`src/cpu_macros.svh`:
```
// cpu_macros: widths, sizes and reset values shared by the processor blocks
`ifndef CPU_MACROS_SVH
`define CPU_MACROS_SVH

// data and instruction width
`define CPU_XLEN 16

`define CPU_NREGS 16

// both memories are word addressed by the low 8 bits of an address
`define CPU_IMEM_DEPTH 256
`define CPU_DMEM_DEPTH 256

`define CPU_RESET_PC 8'd0

`endif
```
`src/cpu_pkg.sv`:
```
// cpu_pkg: opcode and decoded control field types of the processor
`default_nettype none

package cpu_pkg;

  typedef enum logic [3:0] {
    op_add  = 4'b0000,
    op_grt  = 4'b0001,
    op_sub  = 4'b0010,
    op_eq   = 4'b0011,
    op_jalr = 4'b0100,
    op_lui  = 4'b0101,
    op_jal  = 4'b0110,
    op_addi = 4'b1000,
    op_lw   = 4'b1001,
    op_sw   = 4'b1010,
    op_bne  = 4'b1011,
    op_wri  = 4'b1100,
    op_rea  = 4'b1111   // also taken by every unlisted code
  } opcode_e;

  typedef enum logic [1:0] {imm_c4, imm_s8, imm_lui} imm_sel_e;
  typedef enum logic [1:0] {alu_add, alu_sub, alu_gt, alu_eq} alu_op_e;
  typedef enum logic {src_b_reg, src_b_imm} src_b_sel_e;
  typedef enum logic [1:0] {wb_alu, wb_mem, wb_link, wb_io} wb_sel_e;
  typedef enum logic [1:0] {pc_next, pc_branch, pc_jal, pc_jalr} pc_sel_e;

endpackage

`default_nettype wire

```
`src/ctrl_if.sv`:
```
// ctrl_if: decoded control fields passed from the decoder to the datapath
`timescale 1ns/1ns
`default_nettype none

interface ctrl_if;
  import cpu_pkg::*;

  imm_sel_e   imm_sel;
  alu_op_e    alu_op;
  src_b_sel_e src_b_sel;
  logic       rs2_sel;   // 0 field c, 1 field a
  wb_sel_e    wb_sel;
  pc_sel_e    pc_sel;
  logic       reg_write;
  logic       mem_write;
  logic       io_write;

  modport decoder (output imm_sel, alu_op, src_b_sel, rs2_sel, wb_sel, pc_sel,
                   reg_write, mem_write, io_write);

  modport datapath (input imm_sel, alu_op, src_b_sel, rs2_sel, wb_sel, pc_sel,
                    reg_write, mem_write, io_write);
endinterface

`default_nettype wire

```
`src/control_decoder.sv`:
```
// control_decoder: maps the opcode onto the control fields of one instruction
`timescale 1ns/1ns
`default_nettype none

module control_decoder (
  input  cpu_pkg::opcode_e instr_op,
  input  logic             reset,
  ctrl_if.decoder          ctrl
);
  import cpu_pkg::*;

  always_comb begin
    ctrl.imm_sel   = imm_c4;
    ctrl.alu_op    = alu_add;
    ctrl.src_b_sel = src_b_reg;
    ctrl.rs2_sel   = 1'b0;
    ctrl.wb_sel    = wb_alu;
    ctrl.pc_sel    = pc_next;
    ctrl.reg_write = 1'b0;
    ctrl.mem_write = 1'b0;
    ctrl.io_write  = 1'b0;
    case (instr_op)
      op_add: ctrl.reg_write = 1'b1;
      op_sub: begin
        ctrl.alu_op    = alu_sub;
        ctrl.reg_write = 1'b1;
      end
      op_grt: begin
        ctrl.alu_op    = alu_gt;
        ctrl.reg_write = 1'b1;
      end
      op_eq: begin
        ctrl.alu_op    = alu_eq;
        ctrl.reg_write = 1'b1;
      end
      op_addi: begin
        ctrl.src_b_sel = src_b_imm;
        ctrl.reg_write = 1'b1;
      end
      op_lui: begin
        ctrl.imm_sel   = imm_lui;   // operand a forced to zero downstream
        ctrl.src_b_sel = src_b_imm;
        ctrl.reg_write = 1'b1;
      end
      op_lw: begin
        ctrl.src_b_sel = src_b_imm;
        ctrl.wb_sel    = wb_mem;
        ctrl.reg_write = 1'b1;
      end
      op_sw: begin
        ctrl.src_b_sel = src_b_imm;
        ctrl.rs2_sel   = 1'b1;     // store data from ra
        ctrl.mem_write = 1'b1;
      end
      op_jal: begin
        ctrl.imm_sel   = imm_s8;
        ctrl.wb_sel    = wb_link;
        ctrl.pc_sel    = pc_jal;
        ctrl.reg_write = 1'b1;
      end
      op_jalr: begin
        ctrl.wb_sel    = wb_link;
        ctrl.pc_sel    = pc_jalr;
        ctrl.reg_write = 1'b1;
      end
      op_bne: begin
        ctrl.rs2_sel = 1'b1;       // compare rb with ra
        ctrl.pc_sel  = pc_branch;
      end
      op_wri: begin
        ctrl.src_b_sel = src_b_imm;  // rb plus field c, plain use has c zero
        ctrl.io_write  = 1'b1;
      end
      default: begin             // rea
        ctrl.wb_sel    = wb_io;
        ctrl.reg_write = 1'b1;
      end
    endcase
    if (reset) begin
      ctrl.reg_write = 1'b0;
      ctrl.mem_write = 1'b0;
      ctrl.io_write  = 1'b0;
      ctrl.pc_sel    = pc_next;
    end
  end

endmodule

`default_nettype wire

```
`src/flat_wrapper.sv`:
```
// flat-port wrapper written by rule: the top's interface ports become plain ports
module control_decoder_flat import cpu_pkg::*;
  (instr_op, reset, ctrl_imm_sel, ctrl_alu_op, ctrl_src_b_sel, ctrl_rs2_sel, ctrl_wb_sel, ctrl_pc_sel, ctrl_reg_write, ctrl_mem_write, ctrl_io_write);
  ctrl_if ctrl_i ();
  input  cpu_pkg::opcode_e instr_op;
  input  logic reset;
  output wire logic [$bits(ctrl_i.imm_sel)-1:0] ctrl_imm_sel;
  output wire logic [$bits(ctrl_i.alu_op)-1:0] ctrl_alu_op;
  output wire logic [$bits(ctrl_i.src_b_sel)-1:0] ctrl_src_b_sel;
  output wire logic [$bits(ctrl_i.rs2_sel)-1:0] ctrl_rs2_sel;
  output wire logic [$bits(ctrl_i.wb_sel)-1:0] ctrl_wb_sel;
  output wire logic [$bits(ctrl_i.pc_sel)-1:0] ctrl_pc_sel;
  output wire logic [$bits(ctrl_i.reg_write)-1:0] ctrl_reg_write;
  output wire logic [$bits(ctrl_i.mem_write)-1:0] ctrl_mem_write;
  output wire logic [$bits(ctrl_i.io_write)-1:0] ctrl_io_write;
  assign ctrl_imm_sel = ctrl_i.imm_sel;
  assign ctrl_alu_op = ctrl_i.alu_op;
  assign ctrl_src_b_sel = ctrl_i.src_b_sel;
  assign ctrl_rs2_sel = ctrl_i.rs2_sel;
  assign ctrl_wb_sel = ctrl_i.wb_sel;
  assign ctrl_pc_sel = ctrl_i.pc_sel;
  assign ctrl_reg_write = ctrl_i.reg_write;
  assign ctrl_mem_write = ctrl_i.mem_write;
  assign ctrl_io_write = ctrl_i.io_write;
  control_decoder u_core (.instr_op(instr_op), .reset(reset), .ctrl(ctrl_i));
endmodule
```
`config.mk`:
```
export PLATFORM = sky130hd
export DESIGN_NAME = control_decoder_flat
export DESIGN_NICKNAME = d
export VERILOG_FILES = /design/src/cpu_macros.svh /design/src/cpu_pkg.sv /design/src/ctrl_if.sv /design/src/control_decoder.sv /design/src/flat_wrapper.sv
export SDC_FILE = /design/constraint.sdc
export NUM_CORES = 1
export LEC_CHECK = 0
export ABC_AREA = 0
export ABC_CLOCK_PERIOD_IN_PS = 2600
export BUFFER_PORTS_ARGS = -buffer_cell sky130_fd_sc_hd__buf_2
export CELL_PAD_IN_SITES_DETAIL_PLACEMENT = 1
export CELL_PAD_IN_SITES_GLOBAL_PLACEMENT = 1
export CORE_AREA = 3 3 40 42
export DETAILED_ROUTE_END_ITERATION = 10
export DIE_AREA = 0 0 43 45
export PLACE_DENSITY = 0.56
export SYNTH_ARGS = -nofsm -noshare
export SYNTH_HDL_FRONTEND = slang
export SYNTH_SLANG_ARGS = --single-unit
```
`constraint.sdc`:
```
create_clock -name vclk -period 2.6
set_input_delay 0.39 -clock vclk [all_inputs]
set_output_delay 0.39 -clock vclk [all_outputs]
set_load 0.005 [all_outputs]
```
==> results.py, run 1 <==
metrics = {
    "yosys": {
        "synth_area_um2": 191.4,
        "yosys.area_share.adder": 0.05229,
        "synth_simple_gate_area_frac": 0.5033,
        "synth_xor_xnor_area_share": 0.04575,
        "synth_fp_nets": 32,
        "synth.cells.most_frequent": "buf_2 (2), inv_1 (2), nor3_1 (2), nor3b_1 (2)",
        "synth_compound_area_frac": 0.1765,
        "ys_seq_area_frac": 0,
        "yosys-top-cells-area": "nor3b_1 (7.8%), buf_6 (5.9%), buf_2 (5.2%)",
        "syn_avg_cell_area_um2": 7.090,
        "synth_top_area_frac": 0.07843,
        "synth_top_family_by_area": "simple AND/OR/NAND/NOR gates",
        "synth_top_area_cell": "nor3b_1",
        "synth.distinct_cells": 23,
        "muxShareOfSynthArea": 0.05229,
        "synth_warnings": 0,
        "synthCells": 27,
    },
    "timing": {
        "fin_hold_ws_ns": 1.065,
        "hold_viol": 0,
        "min_period_ns": 1.727,
        "worst_pin_slew_ns": 0.3216,
        "setup_viol": 0,
        "rsz0062_at_grt": "no",
        "report.final.slew_viol_count": 0,
        "period_share": 0.6642,
        "relSlewSlack": 0.7827,
        "final.setup.tns_ns": 0,
        "clock.fmax_ghz": 0.5791,
    },
    "detailed_routing": {
        "drt_wl_total_um": 601,
        "drt_iter0_markers": 0,
        "drc": 0,
        "dr.pass1.iters": 1,
        "via_count": 249,
        "ant_nets": 0,
        "wl_per_cell_um": 10.73,
        "vias_per_cell": 4.446,
    },
    "worst_setup_path": {
        "arrival_ns": 1.34,
        "cpMaxStageDelayCell": "or4b_1",
        "slowest_delay_ns": 0.52,
        "cpMostUsedCell": "buf_2",
        "cp-start-kind": "input pin",
        "critPathMaxFanout": 10,
        "cp_top_family": "simple AND/OR/NAND/NOR gates",
        "critical_path_required_ns": 2.21,
        "cp-end-kind": "primary output",
        "crit_buf_inv": 2,
        "crit_chain": "buf_2 > or4b_1 > a21oi_1 > buf_2",
        "critPathKind": "input pin to primary output",
    },
    "cells_and_area": {
        "multiInputGateArea_um2": 158.9,
        "area.growth.synth_to_final_pct": 43.79,
        "post-route-util": 0.2142,
        "layout.nets": 48,
        "fillers": 182,
        "seq_area_um2": 0,
        "diodes": 0,
        "drive_gt1_frac": 0.4390,
        "nClkBuffers": 0,
        "n_sequential_cell": 0,
    },
    "floorplanning": {
        "core_mm2": 0.001285,
        "start_util": 0.1490,
        "die_h_um": 45,
        "io_pins": 18,
        "num_rows": 13,
        "die_w_um": 43,
        "dieArea_mm2": 0.001935,
    },
    "place": {
        "gp_congestion": 0.5780,
        "io_buffers": 18,
        "dp_hpwl_um": 458.6,
    },
    "grt": {
        "overflow": 0,
        "grt_pass1_wl_um": 1048,
        "grt_pass1_vias": 222,
        "grt_max_degree": 15,
        "grt_usage": 0.06302,
        "antenna_found_initial": 0,
    },
    "power": {
        "power_leakage_nw": 0.1416,
        "powerDensity_mw_per_mm2": 132.9,
        "irDropWorstVdd_mv": 0.02654,
    },
    "run_status": {
        "status": "complete, no violations",
    },
    "min_path": {
        "hold_class": "input pin to primary output",
    },
    "clock_network": {
        "ctsHoldBuffers": 0,
        "cts_setup_buffers": 0,
        "cts_resized": 0,
    },
    "job": {
        "cap_violations": 0,
    },
}
[metrics by stage]
step / setup slack (ns) / instances / power, mW / area, µm²
detailed placement: 0.8461 / 56 / 0.03733 / 275.3
floorplan: 1.029 / 27 / 0.02342 / 191.4
global route: 0.7786 / 56 / 0.04200 / 275.3
global placement: 0.8559 / 56 / 0.03699 / 275.3
CTS: 0.8466 / 56 / 0.03742 / 275.3
finish: 0.8731 / 56 / 0.03659 / 275.3
[placed cells by master (no fill, tap or decap), drive strengths merged]
| cell | netlist | layout |
|---|---|---|
| a311oi | 1 | 1 |
| o21ai | 1 | 1 |
| mux2i | 1 | 1 |
| a21oi | 1 | 1 |
| nor2 | 1 | 1 |
| and4 | 1 | 1 |
| nor3 | 2 | 2 |
| and3b | 1 | 1 |
| nor4b | 1 | 1 |
| nand3b | 1 | 1 |
| maj3 | 1 | 1 |
| o21bai | 1 | 1 |
| nor4bb | 1 | 1 |
| buf | 3 | 18 |
| nand3 | 1 | 1 |
| nor3b | 2 | 2 |
| xnor2 | 1 | 1 |
| nand4b | 1 | 1 |
| o21a | 1 | 1 |
| or4b | 1 | 1 |
| inv | 2 | 2 |
[per-layer routing]
| metal | global-route usage | part of all wire | vias to the layer above |
|---|---|---|---|
| met5 | 0 | 0 | - |
| met4 | 0 | 0 | 0 |
| met3 | 0.003984 | 0.077 | 0 |
| met2 | 0.09880 | 0.42 | 11 |
| met1 | 0.1000 | 0.50 | 107 |
| li1 | - | - | 131 |
[final cells by class]
| type | count | share of cell area |
|---|---|---|
| multi-input combinational | 21 | 0.5773 |
| timing repair buffer | 18 | 0.3273 |
| tap | 15 | 0.06818 |
| inverter | 2 | 0.02727 |
[path summary, 6_finish.rpt]
check                  startpoint  cells after the start              to  slack [ns]
worst min-delay path        reset                      3  ctrl_pc_sel[0]        1.06
worst max-delay path  instr_op[0]                      4  ctrl_pc_sel[0]        0.87
[logic make-up after synthesis]
logic type | after synthesis
buffers and inverters | 6
adders and majority gates | 1
AOI/OAI and AO/OA | 5
muxes | 1
xor gates and xnor gates | 1
and+or+nand+nor | 13
[report_power, final]
part           total [mW]  internal, mW  switching, mW
clock                   0             0              0
sequential              0             0              0
combinational      0.0366        0.0171         0.0195
No activity file was read; power rests on OpenSTA's default activity.
==> run 2: changes to the inputs <==
--- a/config.mk
+++ b/config.mk
@@ -6,14 +6,14 @@
 export NUM_CORES = 1
 export LEC_CHECK = 0
 export ABC_AREA = 0
-export ABC_CLOCK_PERIOD_IN_PS = 2600
+export ABC_CLOCK_PERIOD_IN_PS = 1400
 export BUFFER_PORTS_ARGS = -buffer_cell sky130_fd_sc_hd__buf_2
 export CELL_PAD_IN_SITES_DETAIL_PLACEMENT = 1
 export CELL_PAD_IN_SITES_GLOBAL_PLACEMENT = 1
 export CORE_AREA = 3 3 40 42
 export DETAILED_ROUTE_END_ITERATION = 10
 export DIE_AREA = 0 0 43 45
-export PLACE_DENSITY = 0.56
+export PLACE_DENSITY = 0.58
 export SYNTH_ARGS = -nofsm -noshare
 export SYNTH_HDL_FRONTEND = slang
 export SYNTH_SLANG_ARGS = --single-unit
==> constraint.sdc (replaced) <==
create_clock -name vclk -period 1.4
set_input_delay 0.21 -clock vclk [all_inputs]
set_output_delay 0.21 -clock vclk [all_outputs]
set_load 0.005 [all_outputs]
==> run 2 against run 1 <==
Against the previous run: clock-buffer cell count unchanged; worst hold slack got worse by 0.35 ns; design area increased by 14%; critical path type unchanged; first-iteration DRC count unchanged.
==> results.py, run 2 (synthesis gave the netlist of run 1 again) <==
metrics = {
    "run_status": {
        "status": "complete, no violations",
    },
    "grt": {
        "antenna_found_initial": 0,
        "overflow": 0,
        "grt_pass1_vias": 235,
        "grt_usage": 0.06468,
        "grt_max_degree": 10,
        "grt_pass1_wl_um": 1041,
    },
    "floorplanning": {
        "dieArea_mm2": 0.001935,
        "core_mm2": 0.001285,
        "die_w_um": 43,
        "start_util": 0.1490,
        "die_h_um": 45,
        "num_rows": 13,
        "io_pins": 18,
    },
    "cells_and_area": {
        "diodes": 0,
        "final_common_cell": "buf_2",
        "multiInputGateArea_um2": 158.9,
        "instances_no_fill": 61,
        "fillers": 181,
        "layout_common_cells": "buf_2 (18), buf_4 (5), inv_1 (2), nor3b_1 (2), nor3_1 (2)",
        "area.growth.synth_to_final_pct": 63.40,
        "nClkBuffers": 0,
        "drive_gt1_frac": 0.5000,
        "layout.nets": 53,
        "n_sequential_cell": 0,
        "seq_area_um2": 0,
        "design_area_um2": 312.8,
    },
    "worst_setup_path": {
        "arrival_ns": 1.12,
        "cp-end-kind": "primary output",
        "critPathMaxFanout": 5,
        "critPathKind": "input pin to primary output",
        "cp-start-kind": "input pin",
        "critical_path_required_ns": 1.19,
    },
    "timing": {
        "fin_ws_ns": 0.07315,
        "report.final.slew_viol_count": 0,
        "min_period_ns": 1.327,
        "setup_viol": 0,
        "clock.fmax_ghz": 0.7537,
        "rsz0062_at_grt": "no",
        "hold_viol": 0,
        "period_share": 0.9478,
        "relSlewSlack": 0.7734,
        "final.setup.tns_ns": 0,
        "worst_pin_slew_ns": 0.3353,
    },
    "detailed_routing": {
        "dr.pass1.iters": 1,
        "wl_per_cell_um": 11.33,
        "ant_nets": 0,
        "via_count": 274,
        "drt_wl_total_um": 691,
        "drc": 0,
        "drt_iter0_markers": 0,
        "vias_per_cell": 4.492,
    },
    "min_path": {
        "hold_path.startpoint": "reset",
        "min_path_cells": 3,
        "min_to": "ctrl_pc_sel[0]",
        "hold_class": "input pin to primary output",
    },
    "power": {
        "pwr-share-comb": 1.000,
        "irDropWorstVdd_mv": 0.05333,
        "switching_share": 0.4874,
        "powerDensity_mw_per_mm2": 255.5,
        "power.switching_mw": 0.03896,
        "p_clk_frac": 0,
        "intPower_mw": 0.04097,
        "power_leakage_nw": 0.1656,
        "p_seq_frac": 0,
    },
    "clock_network": {
        "ctsHoldBuffers": 0,
        "cts_setup_buffers": 0,
        "cts_resized": 0,
    },
    "place": {
        "place_ws_ns": 0.06840,
        "dp_hpwl_um": 554.8,
        "gp_congestion": 0.5988,
        "placed_area_um2": 312.8,
        "io_buffers": 18,
        "dp_cells": 61,
    },
    "job": {
        "cap_violations": 0,
    },
}
==> run 2: worst max-delay path: stages <==
cell	delay, ns
buf_2	0.12
buf_4	0.15
nor4bb_1	0.34
o21bai_1	0.17
buf_2	0.13
==> run 2: layout make-up <==
type / instances / area share
multi-input cells: 21 / 0.5080
inverters: 2 / 0.02400
well taps: 15 / 0.06000
repair buffers: 23 / 0.4080
==> run 2: metrics by stage <==
| stage | hold WS, ns | utilization | power [mW] |
|---|---|---|---|
| CTS | 0.7140 | 0.2434 | 0.08169 |
| finish | 0.7117 | 0.2434 | 0.07992 |
| global route | 0.7298 | 0.2434 | 0.09000 |
| detailed placement | 0.7129 | 0.2434 | 0.08107 |
| floorplan | 0.4476 | - | 0.04350 |
| global placement | 0.7126 | 0.2434 | 0.08037 |
==> run 2: how the worst max path moves through the flow <==
stage	start	end	slack, ns
floorplan	instr_op[0]	ctrl_pc_sel[0]	0.19
global placement	instr_op[1]	ctrl_pc_sel[0]	0.09
detailed placement	instr_op[3]	ctrl_src_b_sel	0.07
CTS	instr_op[3]	ctrl_src_b_sel	0.06
global route	instr_op[3]	ctrl_src_b_sel	0.01
finish	instr_op[3]	ctrl_src_b_sel	0.07
==> run 2: metal layers <==
metal	vias to the layer above	track usage	wire, µm
li1	139	-	-
met2	12	0.09880	281
met5	-	0	0
met1	123	0.09762	335
met3	0	0.01594	74
met4	0	0	0
==> run 2: power groups by stage <==
stage / registers [mW] / logic [mW] / clock network (mW)
after floorplan: 0 / 0.0435 / 0
after global placement: 0 / 0.0804 / 0
after detailed placement: 0 / 0.0811 / 0
after CTS: 0 / 0.0817 / 0
after global routing: 0 / 0.0900 / 0
final: 0 / 0.0799 / 0
